## src/ravenoc_params.svh

```systemverilog
`ifndef RAVENOC_PARAMS_SVH
`define RAVENOC_PARAMS_SVH

// --------------------------------------------------
// Flit geometry
// --------------------------------------------------

// Full flit, two type bits on top of the payload.
`define FLIT_WIDTH 34

// Payload carried by one flit, one host word.
`define FLIT_DATA_WIDTH 32

// --------------------------------------------------
// Network interface options
// --------------------------------------------------

// Virtual channels on the local port.
`define NUM_VC 2

// Packet size field, counted in flits.
`define PKT_WIDTH 8

// Size goes into bits 31..24 of the head flit when set to 1.
`define AUTO_ADD_PKT_SZ 1

// Entries per VC in the receive buffer.
`define RX_FIFO_DEPTH 4

`endif

```

## src/ravenoc_flit_pkg.sv

```systemverilog
`default_nettype none

`include "ravenoc_params.svh"

package ravenoc_flit_pkg;

  // --------------------------------------------------
  // Flit encoding on the router side
  // --------------------------------------------------

  // Type field, top two bits of every flit.
  typedef enum logic [1:0] {
    HEAD_FLIT = 2'd0, // Opens a packet.
    BODY_FLIT = 2'd1, // Middle of a packet.
    TAIL_FLIT = 2'd2  // Closes a packet.
  } flit_type_t;

  // Whole flit, type plus payload.
  typedef logic [`FLIT_WIDTH-1:0] fdata_t;

  // Payload part only, as seen by the host.
  typedef logic [`FLIT_DATA_WIDTH-1:0] flit_payload_t;

  // Virtual channel number.
  typedef logic [$clog2(`NUM_VC)-1:0] vc_id_t;

  // --------------------------------------------------
  // Router port handshake
  // --------------------------------------------------

  // Flit request, driven by the sender.
  typedef struct packed {
    logic   valid; // Flit present.
    vc_id_t vc_id; // Channel the flit travels on.
    fdata_t fdata; // Type and payload.
  } s_flit_req_t;

  // Flit response, driven by the receiver.
  typedef struct packed {
    logic ready; // Receiver takes the flit this cycle.
  } s_flit_resp_t;

endpackage

`default_nettype wire

```

## src/ni_host_pkg.sv

```systemverilog
`default_nettype none

`include "ravenoc_params.svh"

package ni_host_pkg;
  import ravenoc_flit_pkg::*;

  // Packet length in flits.
  typedef logic [`PKT_WIDTH-1:0] pkt_sz_t;

  // RX buffer bookkeeping.
  typedef logic [$clog2(`RX_FIFO_DEPTH)-1:0] fifo_ptr_t;  // Slot index.
  typedef logic [$clog2(`RX_FIFO_DEPTH+1)-1:0] fifo_cnt_t; // Fill level, 0..depth.

  // --------------------------------------------------
  // Host to NoC direction
  // --------------------------------------------------

  // Word as the host presents it; pkt_sz counts only on the first word.
  typedef struct packed {
    logic          valid;
    vc_id_t        vc_id;
    pkt_sz_t       pkt_sz;
    flit_payload_t data;
  } s_host_tx_t;

  // Word with its packet position, toward the framing block.
  typedef struct packed {
    logic          valid;
    logic          req_new;         // First word of a packet.
    logic          req_last;        // Last word of a packet.
    vc_id_t        vc_id;
    pkt_sz_t       pkt_sz;          // Meaningful with req_new only.
    flit_payload_t flit_data_width; // Payload word.
  } s_pkt_out_req_t;

  typedef struct packed {
    logic ready;
  } s_pkt_out_resp_t;

  // --------------------------------------------------
  // NoC to host direction
  // --------------------------------------------------

  // Stripped flit toward the RX buffer.
  typedef struct packed {
    logic          valid;
    vc_id_t        rq_vc;
    flit_payload_t flit_data_width;
  } s_pkt_in_req_t;

  typedef struct packed {
    logic ready;
  } s_pkt_in_resp_t;

  // TX sequencer states.
  typedef enum logic {
    IDLE,  // Next word opens a packet.
    IN_PKT // Words of a packet still due.
  } tx_state_t;

endpackage

`default_nettype wire

```

## src/pkt_proc.sv

```systemverilog
`timescale 1ns/1ps
`default_nettype none

`include "ravenoc_params.svh"

module pkt_proc import ravenoc_flit_pkg::*, ni_host_pkg::*; (
  // Host side, outgoing words.
  input  s_pkt_out_req_t  pkt_out_req_i,
  output s_pkt_out_resp_t pkt_out_resp_o,

  // Router side, outgoing flits.
  output s_flit_req_t     local_send_o,
  input  s_flit_resp_t    local_send_resp_i,

  // Router side, incoming flits.
  input  s_flit_req_t     local_recv_i,
  output s_flit_resp_t    local_recv_resp_o,

  // Host side, incoming payloads.
  output s_pkt_in_req_t   pkt_in_req_o,
  input  s_pkt_in_resp_t  pkt_in_resp_i
);

  // --------------------------------------------------
  // Host word -> typed flit
  // --------------------------------------------------
  always_comb begin : to_noc
    pkt_out_resp_o.ready = local_send_resp_i.ready; // Router ready straight back.
    local_send_o = '0;                               // Idle bus is all zero.

    if (pkt_out_req_i.valid) begin
      // Payload first, the type and size fields overwrite on top.
      local_send_o.fdata[`FLIT_DATA_WIDTH-1:0] = pkt_out_req_i.flit_data_width;

      // Head wins over tail, so a one-word packet is a head flit.
      priority if (pkt_out_req_i.req_new) begin
        local_send_o.fdata[`FLIT_WIDTH-1 -: 2] = HEAD_FLIT;
        if (`AUTO_ADD_PKT_SZ == 1) begin
          // Size rides in the top payload byte.
          local_send_o.fdata[`FLIT_DATA_WIDTH-1 -: `PKT_WIDTH] = pkt_out_req_i.pkt_sz;
        end
      end
      else if (pkt_out_req_i.req_last) begin
        local_send_o.fdata[`FLIT_WIDTH-1 -: 2] = TAIL_FLIT;
      end
      else begin
        local_send_o.fdata[`FLIT_WIDTH-1 -: 2] = BODY_FLIT;
      end

      local_send_o.vc_id = pkt_out_req_i.vc_id; // Same VC on every flit.
      local_send_o.valid = 1'b1;
    end
  end

  // --------------------------------------------------
  // Received flit -> RX buffer
  // --------------------------------------------------
  always_comb begin : from_noc
    pkt_in_req_o.valid = local_recv_i.valid;
    // Type bits dropped, the buffer keeps payload only.
    pkt_in_req_o.flit_data_width = local_recv_i.fdata[`FLIT_DATA_WIDTH-1:0];
    pkt_in_req_o.rq_vc = local_recv_i.vc_id;
    local_recv_resp_o.ready = pkt_in_resp_i.ready; // Full VC stalls the router.
  end

endmodule

`default_nettype wire

```

## src/tx_pkt_seq.sv

```systemverilog
`timescale 1ns/1ps
`default_nettype none

`include "ravenoc_params.svh"

module tx_pkt_seq import ravenoc_flit_pkg::*, ni_host_pkg::*; (
  input  logic           clk_noc_i,
  input  logic           reset_i,
  input  s_host_tx_t     host_tx_i,    // Word from the host.
  input  s_flit_resp_t   tx_accept_i,  // Router ready.
  output s_pkt_out_req_t pkt_out_req_o // Word with position flags.
);

  tx_state_t state_q;   // Position inside the packet.
  tx_state_t state_d;
  pkt_sz_t   remain_q;  // Words still due, current one included.
  pkt_sz_t   remain_d;
  logic      accepted;  // Word taken by the router this cycle.
  logic      one_word;  // Host asks for a single-word packet.

  assign accepted = host_tx_i.valid && tx_accept_i.ready;

  // Sizes 0 and 1 both give a single word.
  assign one_word = (host_tx_i.pkt_sz <= `PKT_WIDTH'(1));

  // --------------------------------------------------
  // Position flags toward the framing block
  // --------------------------------------------------
  always_comb begin
    pkt_out_req_o.valid           = host_tx_i.valid;
    pkt_out_req_o.vc_id           = host_tx_i.vc_id;
    pkt_out_req_o.flit_data_width = host_tx_i.data;

    if (state_q == IDLE) begin
      pkt_out_req_o.req_new  = 1'b1;
      pkt_out_req_o.req_last = one_word;          // Head and tail at once.
      pkt_out_req_o.pkt_sz   = host_tx_i.pkt_sz;  // Only the first word's size counts.
    end
    else begin
      pkt_out_req_o.req_new  = 1'b0;
      pkt_out_req_o.req_last = (remain_q == `PKT_WIDTH'(1));
      pkt_out_req_o.pkt_sz   = '0;                // Ignored after the head.
    end
  end

  // --------------------------------------------------
  // Next state, moves on accepted words only
  // --------------------------------------------------
  always_comb begin
    state_d  = state_q;
    remain_d = remain_q;

    if (accepted) begin
      case (state_q)
        IDLE: begin
          if (!one_word) begin
            state_d  = IN_PKT;
            remain_d = host_tx_i.pkt_sz - `PKT_WIDTH'(1); // Head already gone.
          end
        end
        IN_PKT: begin
          remain_d = remain_q - `PKT_WIDTH'(1);
          if (remain_q == `PKT_WIDTH'(1)) begin
            state_d = IDLE; // Tail sent.
          end
        end
        default: begin
          state_d = IDLE;
        end
      endcase
    end
  end

  always_ff @(posedge clk_noc_i) begin
    if (reset_i) begin
      state_q  <= IDLE; // Next word after reset is a head.
      remain_q <= '0;
    end
    else begin
      state_q  <= state_d;
      remain_q <= remain_d;
    end
  end

endmodule

`default_nettype wire

```

## src/rx_vc_buffer.sv

```systemverilog
`timescale 1ns/1ps
`default_nettype none

`include "ravenoc_params.svh"

module rx_vc_buffer import ravenoc_flit_pkg::*, ni_host_pkg::*; (
  input  logic           clk_noc_i,
  input  logic           reset_i,

  // Stripped flits from the framing block.
  input  s_pkt_in_req_t  pkt_in_req_i,
  output s_pkt_in_resp_t pkt_in_resp_o,

  // Host read port.
  input  vc_id_t         rd_vc_i,   // VC to look at.
  input  logic           rd_pop_i,  // Drop the head word.
  output logic           rd_valid_o,
  output flit_payload_t  rd_data_o
);

  // --------------------------------------------------
  // Storage and per-VC bookkeeping
  // --------------------------------------------------
  flit_payload_t mem [`NUM_VC][`RX_FIFO_DEPTH]; // Payload slots, no reset.
  fifo_ptr_t     wr_ptr [`NUM_VC];
  fifo_ptr_t     rd_ptr [`NUM_VC];
  fifo_cnt_t     count [`NUM_VC];
  logic [`NUM_VC-1:0] full;
  logic [`NUM_VC-1:0] wr_en;
  logic [`NUM_VC-1:0] rd_en;

  // Pointer step with wrap, also for depths that are not a power of two.
  function automatic fifo_ptr_t next_ptr(input fifo_ptr_t ptr);
    if (ptr == fifo_ptr_t'(`RX_FIFO_DEPTH-1)) begin
      return '0;
    end
    return ptr + 1'b1;
  endfunction

  always_comb begin
    for (int v = 0; v < `NUM_VC; v++) begin
      full[v]  = (count[v] == fifo_cnt_t'(`RX_FIFO_DEPTH));
      // Write only into the VC the flit names.
      wr_en[v] = pkt_in_req_i.valid && !full[v] && (pkt_in_req_i.rq_vc == vc_id_t'(v));
      // Pop only the selected VC, and only if it holds something.
      rd_en[v] = rd_pop_i && (count[v] != '0) && (rd_vc_i == vc_id_t'(v));
    end
  end

  // Ready follows the addressed VC alone.
  assign pkt_in_resp_o.ready = !full[pkt_in_req_i.rq_vc];

  // --------------------------------------------------
  // Host read-out, first word falls through
  // --------------------------------------------------
  assign rd_valid_o = (count[rd_vc_i] != '0);
  assign rd_data_o  = mem[rd_vc_i][rd_ptr[rd_vc_i]];

  // Payload write.
  always_ff @(posedge clk_noc_i) begin
    for (int v = 0; v < `NUM_VC; v++) begin
      if (wr_en[v]) begin
        mem[v][wr_ptr[v]] <= pkt_in_req_i.flit_data_width;
      end
    end
  end

  // Pointers and fill levels.
  always_ff @(posedge clk_noc_i) begin
    if (reset_i) begin
      for (int v = 0; v < `NUM_VC; v++) begin
        wr_ptr[v] <= '0;
        rd_ptr[v] <= '0;
        count[v]  <= '0; // All VCs empty.
      end
    end
    else begin
      for (int v = 0; v < `NUM_VC; v++) begin
        if (wr_en[v]) begin
          wr_ptr[v] <= next_ptr(wr_ptr[v]);
        end
        if (rd_en[v]) begin
          rd_ptr[v] <= next_ptr(rd_ptr[v]);
        end
        case ({wr_en[v], rd_en[v]})
          2'b10:   count[v] <= count[v] + 1'b1;
          2'b01:   count[v] <= count[v] - 1'b1;
          default: count[v] <= count[v]; // Both or neither, level unchanged.
        endcase
      end
    end
  end

endmodule

`default_nettype wire

```

## src/noc_ni.sv

```systemverilog
`timescale 1ns/1ps
`default_nettype none

`include "ravenoc_params.svh"

module noc_ni import ravenoc_flit_pkg::*, ni_host_pkg::*; (
  input  logic          clk_noc_i,
  input  logic          reset_i,

  // Host TX words.
  input  s_host_tx_t    host_tx_i,
  output logic          host_tx_ready_o,

  // Flits toward the local router port.
  output s_flit_req_t   noc_out_o,
  input  s_flit_resp_t  noc_out_resp_i,

  // Flits from the local router port.
  input  s_flit_req_t   noc_in_i,
  output s_flit_resp_t  noc_in_resp_o,

  // Host RX read port.
  input  vc_id_t        rx_vc_sel_i,
  input  logic          rx_pop_i,
  output logic          rx_valid_o,
  output flit_payload_t rx_data_o
);

  // --------------------------------------------------
  // Internal paths
  // --------------------------------------------------
  s_pkt_out_req_t  pkt_out_req;  // Sequencer -> framing.
  s_pkt_out_resp_t pkt_out_resp; // Router ready, passed back.
  s_pkt_in_req_t   pkt_in_req;   // Framing -> RX buffer.
  s_pkt_in_resp_t  pkt_in_resp;  // Buffer not-full for the flit's VC.

  assign host_tx_ready_o = pkt_out_resp.ready; // Host stalls with the router.

  // Marks first and last word of each packet.
  tx_pkt_seq i_tx_pkt_seq (
    .clk_noc_i     (clk_noc_i),
    .reset_i       (reset_i),
    .host_tx_i     (host_tx_i),
    .tx_accept_i   (noc_out_resp_i),
    .pkt_out_req_o (pkt_out_req)
  );

  // Framing both ways.
  pkt_proc i_pkt_proc (
    .pkt_out_req_i     (pkt_out_req),
    .pkt_out_resp_o    (pkt_out_resp),
    .local_send_o      (noc_out_o),
    .local_send_resp_i (noc_out_resp_i),
    .local_recv_i      (noc_in_i),
    .local_recv_resp_o (noc_in_resp_o),
    .pkt_in_req_o      (pkt_in_req),
    .pkt_in_resp_i     (pkt_in_resp)
  );

  // One FIFO per VC for received payloads.
  rx_vc_buffer i_rx_vc_buffer (
    .clk_noc_i     (clk_noc_i),
    .reset_i       (reset_i),
    .pkt_in_req_i  (pkt_in_req),
    .pkt_in_resp_o (pkt_in_resp),
    .rd_vc_i       (rx_vc_sel_i),
    .rd_pop_i      (rx_pop_i),
    .rd_valid_o    (rx_valid_o),
    .rd_data_o     (rx_data_o)
  );

endmodule

`default_nettype wire

```

## config.mk

```make
export PLATFORM = sky130hd
export DESIGN_NAME = noc_ni
export DESIGN_NICKNAME = d
export VERILOG_FILES = /design/src/ravenoc_flit_pkg.sv /design/src/ni_host_pkg.sv /design/src/pkt_proc.sv /design/src/tx_pkt_seq.sv /design/src/rx_vc_buffer.sv /design/src/noc_ni.sv
export VERILOG_INCLUDE_DIRS = /design/src
export SDC_FILE = /design/constraint.sdc
export NUM_CORES = 1
export LEC_CHECK = 0
export BUFFER_PORTS_ARGS = -buffer_cell sky130_fd_sc_hd__buf_2
export CAP_MARGIN = 20
export CORE_UTILIZATION = 35
export CTS_BUF_LIST = sky130_fd_sc_hd__clkbuf_8
export DETAILED_ROUTE_END_ITERATION = 6
export GPL_TIMING_DRIVEN = 0
export MAX_ROUTING_LAYER = met4
export PLACE_DENSITY = 0.57
export RECOVER_POWER = 50
export SYNTH_ARGS = -nofsm -noshare
export SYNTH_HDL_FRONTEND = slang
export SYNTH_SLANG_ARGS = --single-unit
```

## constraint.sdc

```tcl
create_clock -name clk_noc_i -period 3.6 [get_ports clk_noc_i]
set_input_delay 0.72 -clock clk_noc_i [delete_from_list [all_inputs] [get_ports clk_noc_i]]
set_output_delay 0.72 -clock clk_noc_i [all_outputs]
set_load 0.01 [all_outputs]
```

# Word level (Yosys, flattened, before mapping)

Memory sizes are Yosys's and may differ from the RTL's.
Cells that the tools add are included.
Widths: inputs -> output; s select.

Bits of input ports: 83
Output and inout port bits: 71
Memories: 4
RAM bits: 270
Flip-flop bits (word level): 9
Word-level logic and storage cells: 167

Add/sub/neg operators: 10
Order comparisons: 7
Equality and inequality tests: 12
Bitwise operators: 16
Reductions and logical operators: 21
Mux-type cells: 95

Memory list:

| memory                | words | bits a word | rd ports | clocked after Yosys merged registers in | wr ports | RTL line           | source |
|---|---|---|---|---|---|---|---|
| i_rx_vc_buffer.mem    | 2     | 128         | 1        | 0                                       | 1        | rx_vc_buffer.sv:24 | `` flit_payload_t mem [`NUM_VC][`RX_FIFO_DEPTH]; `` |
| i_rx_vc_buffer.count  | 2     | 3           | 3        | 0                                       | 2        | rx_vc_buffer.sv:27 | `` fifo_cnt_t count [`NUM_VC]; `` |
| i_rx_vc_buffer.rd_ptr | 2     | 2           | 3        | 0                                       | 2        | rx_vc_buffer.sv:26 | `` fifo_ptr_t rd_ptr [`NUM_VC]; `` |
| i_rx_vc_buffer.wr_ptr | 2     | 2           | 2        | 0                                       | 2        | rx_vc_buffer.sv:25 | `` fifo_ptr_t wr_ptr [`NUM_VC]; `` |

Operator list:

| cell                | number |
|---|---|
| $mux 128            | 4 |
| $demux 32 s2        | 2 |
| $mux 32             | 4 |
| $reduce_or 128->1   | 1 |
| $bmux 32 s2         | 1 |
| $mux 1              | 49 |
| $mux 2              | 23 |
| $mux 36             | 1 |
| $mux 8              | 3 |
| $mux 3              | 6 |
| $pmux 8 s2          | 1 |
| $sub 8x1->8 const B | 2 |
| $eq 2x2->1 const B  | 6 |
| $logic_and 1x1->1   | 11 |
| $or 1x1->1          | 10 |
| $ge 3x3->1 const B  | 3 |
| $not 2->3           | 3 |
| $reduce_bool 3->1   | 3 |
| $add 2x1->2 const B | 4 |
| $eq 8x1->1 const B  | 1 |
| $le 8x1->1 const B  | 1 |
| $add 3x1->3 const B | 2 |
| $eq 3x3->1 const B  | 2 |
| $lt 3x1->1 const B  | 2 |
| 9 further kinds     | 16 |

# Logic depth before layout (Yosys ltp)

Gate-level depths: netlist (run 1).

Depth after elaboration: 11
Depth in mapped cells: 10
Mapped depth without buffers: 10

# Hierarchy

From an unflattened synthesis (run 1), not the netlist that was laid out.

Cells, all modules: 771
Area total of the unflattened synthesis: 12672.2 µm²

Modules (own cells, without submodules):

| module       | area each (µm²) | cells an instance | instances |
|---|---|---|---|
| rx_vc_buffer | 10989.3         | 549               | 1 |
| tx_pkt_seq   | 1063.5          | 138               | 1 |
| pkt_proc     | 619.3           | 84                | 1 |

# Least setup slack after synthesis (run 1)

OpenSTA, ideal clock, no wires.

Path type: input-to-reg
Start: input rx_vc_sel_i
End: memory i_rx_vc_buffer.count[1][2] in the netlist's numbering, data pin
Setup time: 265 ps
Cell stages on the path: 9
Path buffers: 1
Path slack: 820 ps
Data required time: 3335 ps
Data arrival time: 2515 ps
Path through: buf_2 -> inv_1 -> o311ai_0 -> inv_1 -> ha_1 -> o41ai_1 -> nor3_1 -> a221oi_1 -> a21oi_1

RTL lines:

| item        | RTL line           | source |
|---|---|---|
| from (decl) | noc_ni.sv:23       | `input vc_id_t rx_vc_sel_i,` |
| to (decl)   | rx_vc_buffer.sv:27 |  |

# Worst setup path after layout (run 1)

Start: input rx_vc_sel_i
End: output rx_data_o[18]

Longest elaborated chain between the ends: 5

Ends and longest elaborated chain:

| item                                          | RTL line           | source |
|---|---|---|
| $mem_v2 2x2                                   | n/a                |  |
| $not 2->3 (not written as such)               | rx_vc_buffer.sv:57 | `assign rd_data_o = mem[rd_vc_i][rd_ptr[rd_vc_i]];` |
| $bmux 32 s2 *                                 | rx_vc_buffer.sv:57 |  |
| $mux 32 (not written as such) * (2 in series) | rx_vc_buffer.sv:57 |  |
| to (decl)                                     | noc_ni.sv:26       | `output flit_payload_t rx_data_o` |

Mark *: on every way between the ends. The rest lies on a longest branch, timed or not. The select of a mux whose other input is x is not followed.

==> flow_summary.toml, run 1 <==
[status]
run_status = "complete, but fails checks"
violations = "max-capacitance violations"

[detailed_routing]
vias_per_cell = 4.81
vias = 6560
final_antenna_net_count = 0
wire_per_inst_um = 18.3
firstDrtPassIters = 4
routed_wl_um = 25000
drc = 0
initialDrtViolationCount = 396

[grt]
gr-max-usage-layer = "met2"
grt_start_max_net_pins = 26
grt_pass1_vias = 6690
antenna_found_initial = 0
use_met2 = 0.246
grt_usage = 0.152
grt-ovfl-total = 0
grt_use_met3 = 0.0242
use_met1 = 0.198
grt_pass1_wl_um = 37900

[clocking]
cts_buffers = 46
clockBufferDepth = 3
postCtsSetupBuffers = 0
clock_latency_ps = 540
cts_resized = 0
cts_tree = "done"
cts.sink_count = 279
cts_hold_buf = 0
cts_root_buf = "clkbuf_8"
clk_pin_slew_ps = 60
htree_num_levels = 2

[logic_synthesis]
yosysWarnings = 0
synth_cell_types = 53
syn_area_mm2 = 0.0117
ys_async_sr_fraction = 0
netlist_instances = 686
synth_edf_count = 270
synth_nets = 791
ys_seq_area_frac = 0.708
ys_ff_latch = 279
syn_avg_cell_area_um2 = 17.1
synthFlopType = "edfxtp_1"

[cells_and_area]
fill_cells = 3017
syn2layout_area_growth_pct = 19.4
stdcell_count = 1364
n_antenna_cell = 0
drive_gt1_frac = 0.287
layout.nets = 995

[die]
num_rows = 66
die_w_um = 185
boundaryPins = 154
die_h_um = 185
dieArea_mm2 = 0.0342
start_util = 0.358
coreArea_mm2 = 0.0327

[setup_path]
crit_end = "rx_data_o[18]"
path_max_fanout = 10
crit_path_start_kind = "primary input"
criticalPathCategory = "primary input to primary output"
rr_startpoint = "i_rx_vc_buffer.count[0][0]$_SDFFCE_PN0P_"
r2r_cells = 7
crit_arrival_ps = 2690
required_ps = 2880
cp-end-kind = "primary output"
r2r_slack_ps = 610
timing.rr.end = "i_rx_vc_buffer.count[1][2]$_DFFE_PP_"
cp-startpoint = "rx_vc_sel_i"

[sta]
skew_ps = 12.9
whs_ps = 474
worstMarginPinSlew_ps = 1490
min_period_ps = 3410
setup_viol = 0
finalHoldViolCount = 0
rsz0062_at_grt = "false"
fmax_ghz = 0.293
setup_tns_ps = 0
slew_violations = 0
period_share = 0.947
slew_headroom = 0.00396
fin_ws_ps = 191

[pwr]
peakVddDrop_v = 0.000206
report.power.total_mw = 7.16
p_leak_nw = 5.04
powerDensity_mw_per_mm2 = 512

[run]
maxCapViolations = 1

[worst_hold_path]
hold_path.class = "register to register"

[place]
place.gp.congestion = 0.770
port_buffers = 148
dpl.cell_count = 1284
dp_hpwl_um = 15700
place_ws_ps = 162
-- worst min-delay path by stage --
stage / cells after the start / to / from
after global routing: 1 / i_rx_vc_buffer.mem[1][82]$_DFFE_PP_ / noc_in_i[18]
final: 2 / i_tx_pkt_seq.remain_q[1]$_SDFFE_PP0P_ / i_tx_pkt_seq.remain_q[1]$_SDFFE_PP0P_
after detailed placement: 2 / i_tx_pkt_seq.remain_q[1]$_SDFFE_PP0P_ / i_tx_pkt_seq.remain_q[1]$_SDFFE_PP0P_
after floorplan: 2 / i_tx_pkt_seq.remain_q[1]$_SDFFE_PP0P_ / i_tx_pkt_seq.remain_q[1]$_SDFFE_PP0P_
after CTS: 1 / i_rx_vc_buffer.mem[1][54]$_DFFE_PP_ / noc_in_i[22]
after global placement: 2 / i_tx_pkt_seq.remain_q[1]$_SDFFE_PP0P_ / i_tx_pkt_seq.remain_q[1]$_SDFFE_PP0P_
-- synthesized netlist by cell type (all sizes together) (2+ instances only) --
cell type | n | area, um2
a222oi | 2 | 20.0
a221oi | 2 | 23.8
nand2 | 108 | 405
nor4 | 2 | 12.5
nand3 | 3 | 15.0
and2 | 34 | 213
a21oi | 13 | 65.1
a2111oi | 4 | 35.0
or4 | 3 | 26.3
buf | 19 | 106
nand2b | 2 | 12.5
mux4 | 64 | 1440
xnor2 | 2 | 17.5
mux2i | 9 | 93.8
o41ai | 3 | 45.1
edfxtp | 270 | 8110
ha | 21 | 263
nor2 | 21 | 78.8
nor3 | 8 | 40.0
nor2b | 9 | 56.3
inv | 23 | 86.3
dfxtp | 9 | 180
clkbuf | 14 | 52.6
or3 | 2 | 12.5
o31ai | 3 | 22.5
o21ai | 13 | 65.1
mux2 | 3 | 33.8
nor3b | 3 | 22.5
-- report_power, final --
| group | switching [mW] | leakage (nW) | internal, mW |
|---|---|---|---|
| Clock | 1.20 | 0.505 | 1.42 |
| Combinational | 0.457 | 1.99 | 0.358 |
| Sequential | 0.0401 | 2.54 | 3.69 |
| Total | 1.70 | 5.04 | 5.47 |
-- stage by stage --
step | cell area (um2) | utilization
after floorplan | 11700 | -
after detailed placement | 13200 | 0.404
final | 14000 | 0.427
after global routing | 14000 | 0.427
after global placement | 13000 | 0.397
after CTS | 14100 | 0.430
-- area by class of cell --
type | count | area (um2) | area share
Clock inverter | 33 | 213 | 0.0152
Buffer | 33 | 151 | 0.0108
Multi-Input combinational cell | 351 | 3150 | 0.226
Sequential cell | 279 | 8290 | 0.593
Timing Repair Buffer | 156 | 887 | 0.0635
Clock buffer | 47 | 647 | 0.0463
Inverter | 23 | 86.3 | 0.00618
Tap cell | 442 | 553 | 0.0396
-- kinds of logic (layout without fill, tap and decap cells) --
family,after synthesis,after routing,share of synthesized area
flip-flops,279,279,0.708
AND/OR/NAND/NOR,203,203,0.0823
multiplexers,76,76,0.134
buffers and inverters,56,292,0.0210
AO/OA/AOI/OAI,47,47,0.0281
adder cells (fa/ha/maj),22,22,0.0242
XOR/XNOR,3,3,0.00225
-- flip-flops by register name, indices dropped and copies added (netlist names) --
register and cells:
i_rx_vc_buffer.wr_ptr 4, i_rx_vc_buffer.rd_ptr 4, i_rx_vc_buffer.mem 256, i_rx_vc_buffer.count 6
i_tx_pkt_seq.state_q 1, i_tx_pkt_seq.remain_q 8
-- layout by cell type (no fill, tap or decap), drive strengths merged, types with 4 or more instances in the layout --
master | synthesis | routed
clkbuf | 14 | 97
dfxtp | 9 | 9
buf | 19 | 139
mux4 | 64 | 64
a21oi | 13 | 13
edfxtp | 270 | 270
o21ai | 13 | 13
clkinv | 0 | 9
inv | 23 | 44
nor2b | 9 | 9
and2 | 34 | 34
a2111oi | 4 | 4
mux2i | 9 | 9
nand2 | 108 | 108
nor3 | 8 | 8
ha | 21 | 21
nor2 | 21 | 21
-- critical path, stage by stage --
cell	delay [ps]
buf_2	250
mux2i_2	590
buf_2	430
mux4_2	360
nand2_1	80
nand2_1	100
buf_2	150
-- layer usage --
layer	share of wire	wire length, um	vias up
li1	-	-	3056
met1	0.45	11300	3309
met2	0.49	12300	154
met3	0.041	1020	41
met4	0.016	399	0
met5	0	0	-
No activity file was read; power rests on OpenSTA's default activity.
==> run 2, diff against run 1 <==
Settings changed: PLACE_DENSITY 0.57 to 0.56.
==> run 2 against run 1 <==
Net effect: hold slack about the same; the flow now finishes without violations; combinational power about the same; critical path type unchanged; via count down 0.96%; sequential power about the same; clock skew is 26 ps higher; final cell count down 0.37%; highest routed layer unchanged.
==> flow_summary.toml, run 2 (same netlist as run 1, synthesis figures left out) <==
[detailed_routing]
vias = 6497
vias_per_cell = 4.78
wl_met2_um = 12200
initialDrtViolationCount = 437
drc = 0
firstDrtPassIters = 4
routed_wl_um = 25300
final_antenna_net_count = 0
top_layer = "met4"
routed-wl-met3_um = 1360
wire_per_inst_um = 18.6
met1_length_um = 11300

[pwr]
powerDensity_mw_per_mm2 = 501
report.power.total_mw = 6.95
peakVddDrop_v = 0.000240
p_leak_nw = 4.96

[sta]
finalHoldViolCount = 0
slew_violations = 0
setup_viol = 0
min_period_ps = 3490
rsz0062_at_grt = "false"
fin_ws_ps = 110
skew_ps = 39.1
fmax_ghz = 0.287
setup_tns_ps = 0
whs_ps = 474
slew_headroom = 0.378
worstMarginPinSlew_ps = 932
period_share = 0.970

[cells_and_area]
layout.nets = 996
drive_gt1_frac = 0.287
syn2layout_area_growth_pct = 18.5
largest_reg_flops = 256
stdcell_area_mm2 = 0.0139
layout_commonest_cell = "edfxtp_1"
layout_common_cells = "edfxtp_1, buf_2, nand2_1"

[worst_hold_path]
hold_path.class = "register to register"
whs_endpoint = "i_tx_pkt_seq.remain_q[1]$_SDFFE_PP0P_"
worstHoldStart = "i_tx_pkt_seq.remain_q[1]$_SDFFE_PP0P_"
hold_depth = 2

[clocking]
clock_latency_ps = 570
cts_tree = "done"
postCtsSetupBuffers = 0
cts_buffers = 47
cts_resized = 0
cts.sink_count = 279
clk_pin_slew_ps = 60
clockBufferDepth = 3
cts_root_buf = "clkbuf_8"
htree_num_levels = 2
cts_hold_buf = 0

[setup_path]
r2r_slack_ps = 620
required_ps = 2880
cp-end-kind = "primary output"
r2r_cells = 7
path_max_fanout = 10
criticalPathCategory = "primary input to primary output"
crit_path_start_kind = "primary input"
timing.rr.end = "i_rx_vc_buffer.count[1][2]$_DFFE_PP_"
rr_startpoint = "i_rx_vc_buffer.count[0][0]$_SDFFCE_PN0P_"
crit_arrival_ps = 2770

[grt]
grt-ovfl-total = 0
grt_usage = 0.155
grt_pass1_vias = 6631
grt_pass1_wl_um = 38400
antenna_found_initial = 2
grt_start_max_net_pins = 28

[die]
boundaryPins = 154
coreArea_mm2 = 0.0327
start_util = 0.358
num_rows = 66
die_h_um = 185
dieArea_mm2 = 0.0342
die_w_um = 185

[place]
place_area_mm2 = 0.0132
place_ws_ps = 67.7
place.gp.congestion = 0.735
port_buffers = 148
dp_hpwl_um = 15800

[run]
maxCapViolations = 0

[status]
run_status = "completed"
-- run 2: worst max-delay path by stage --
stage | slack (ps) | from | end
3_5_place_dp | 70 | rx_vc_sel_i | rx_data_o[1]
6_report | 110 | rx_vc_sel_i | rx_data_o[1]
5_1_grt | 10 | rx_vc_sel_i | rx_data_o[1]
3_3_place_gp | 130 | rx_vc_sel_i | rx_data_o[1]
4_1_cts | 100 | rx_vc_sel_i | rx_data_o[1]
2_1_floorplan | 820 | rx_vc_sel_i | i_rx_vc_buffer.count[1][2]$_DFFE_PP_
-- run 2: cell type report --
type	count	area, um2
fillers	3034	18800
multi-input cells	351	3150
well taps	442	553
repair buffers	156	857
clock buffers	48	661
inverters	23	86.3
flip-flops and latches	279	8290
diodes	2	5.00
plain buffers	33	151
clock inverters	25	110
-- run 2: routing by layer --
layer	global-route usage	vias to the layer above
met3	0.0281	48
met5	-	-
met2	0.248	160
met1	0.201	3235
met4	0.0502	0
li1	-	3054
-- run 2: stage by stage --
stage               cells   util
finish               1359  0.424
global route         1359  0.424
CTS                  1357  0.426
detailed placement   1284  0.403
global placement     1276  0.397
floorplan             686      -
-- run 2: worst max-delay path: stages --
cell,delay (ps)
buf_2,300
mux2i_2,600
buf_2,440
mux4_2,350
nand2_1,80
nand2_1,120
buf_2,170
-- run 2: where the power goes --
| part | switching (mW) | internal (mW) | total (mW) |
|---|---|---|---|
| sequential | 0.0404 | 3.69 | 3.73 |
| combinational | 0.461 | 0.356 | 0.816 |
| clock | 1.19 | 1.22 | 2.40 |
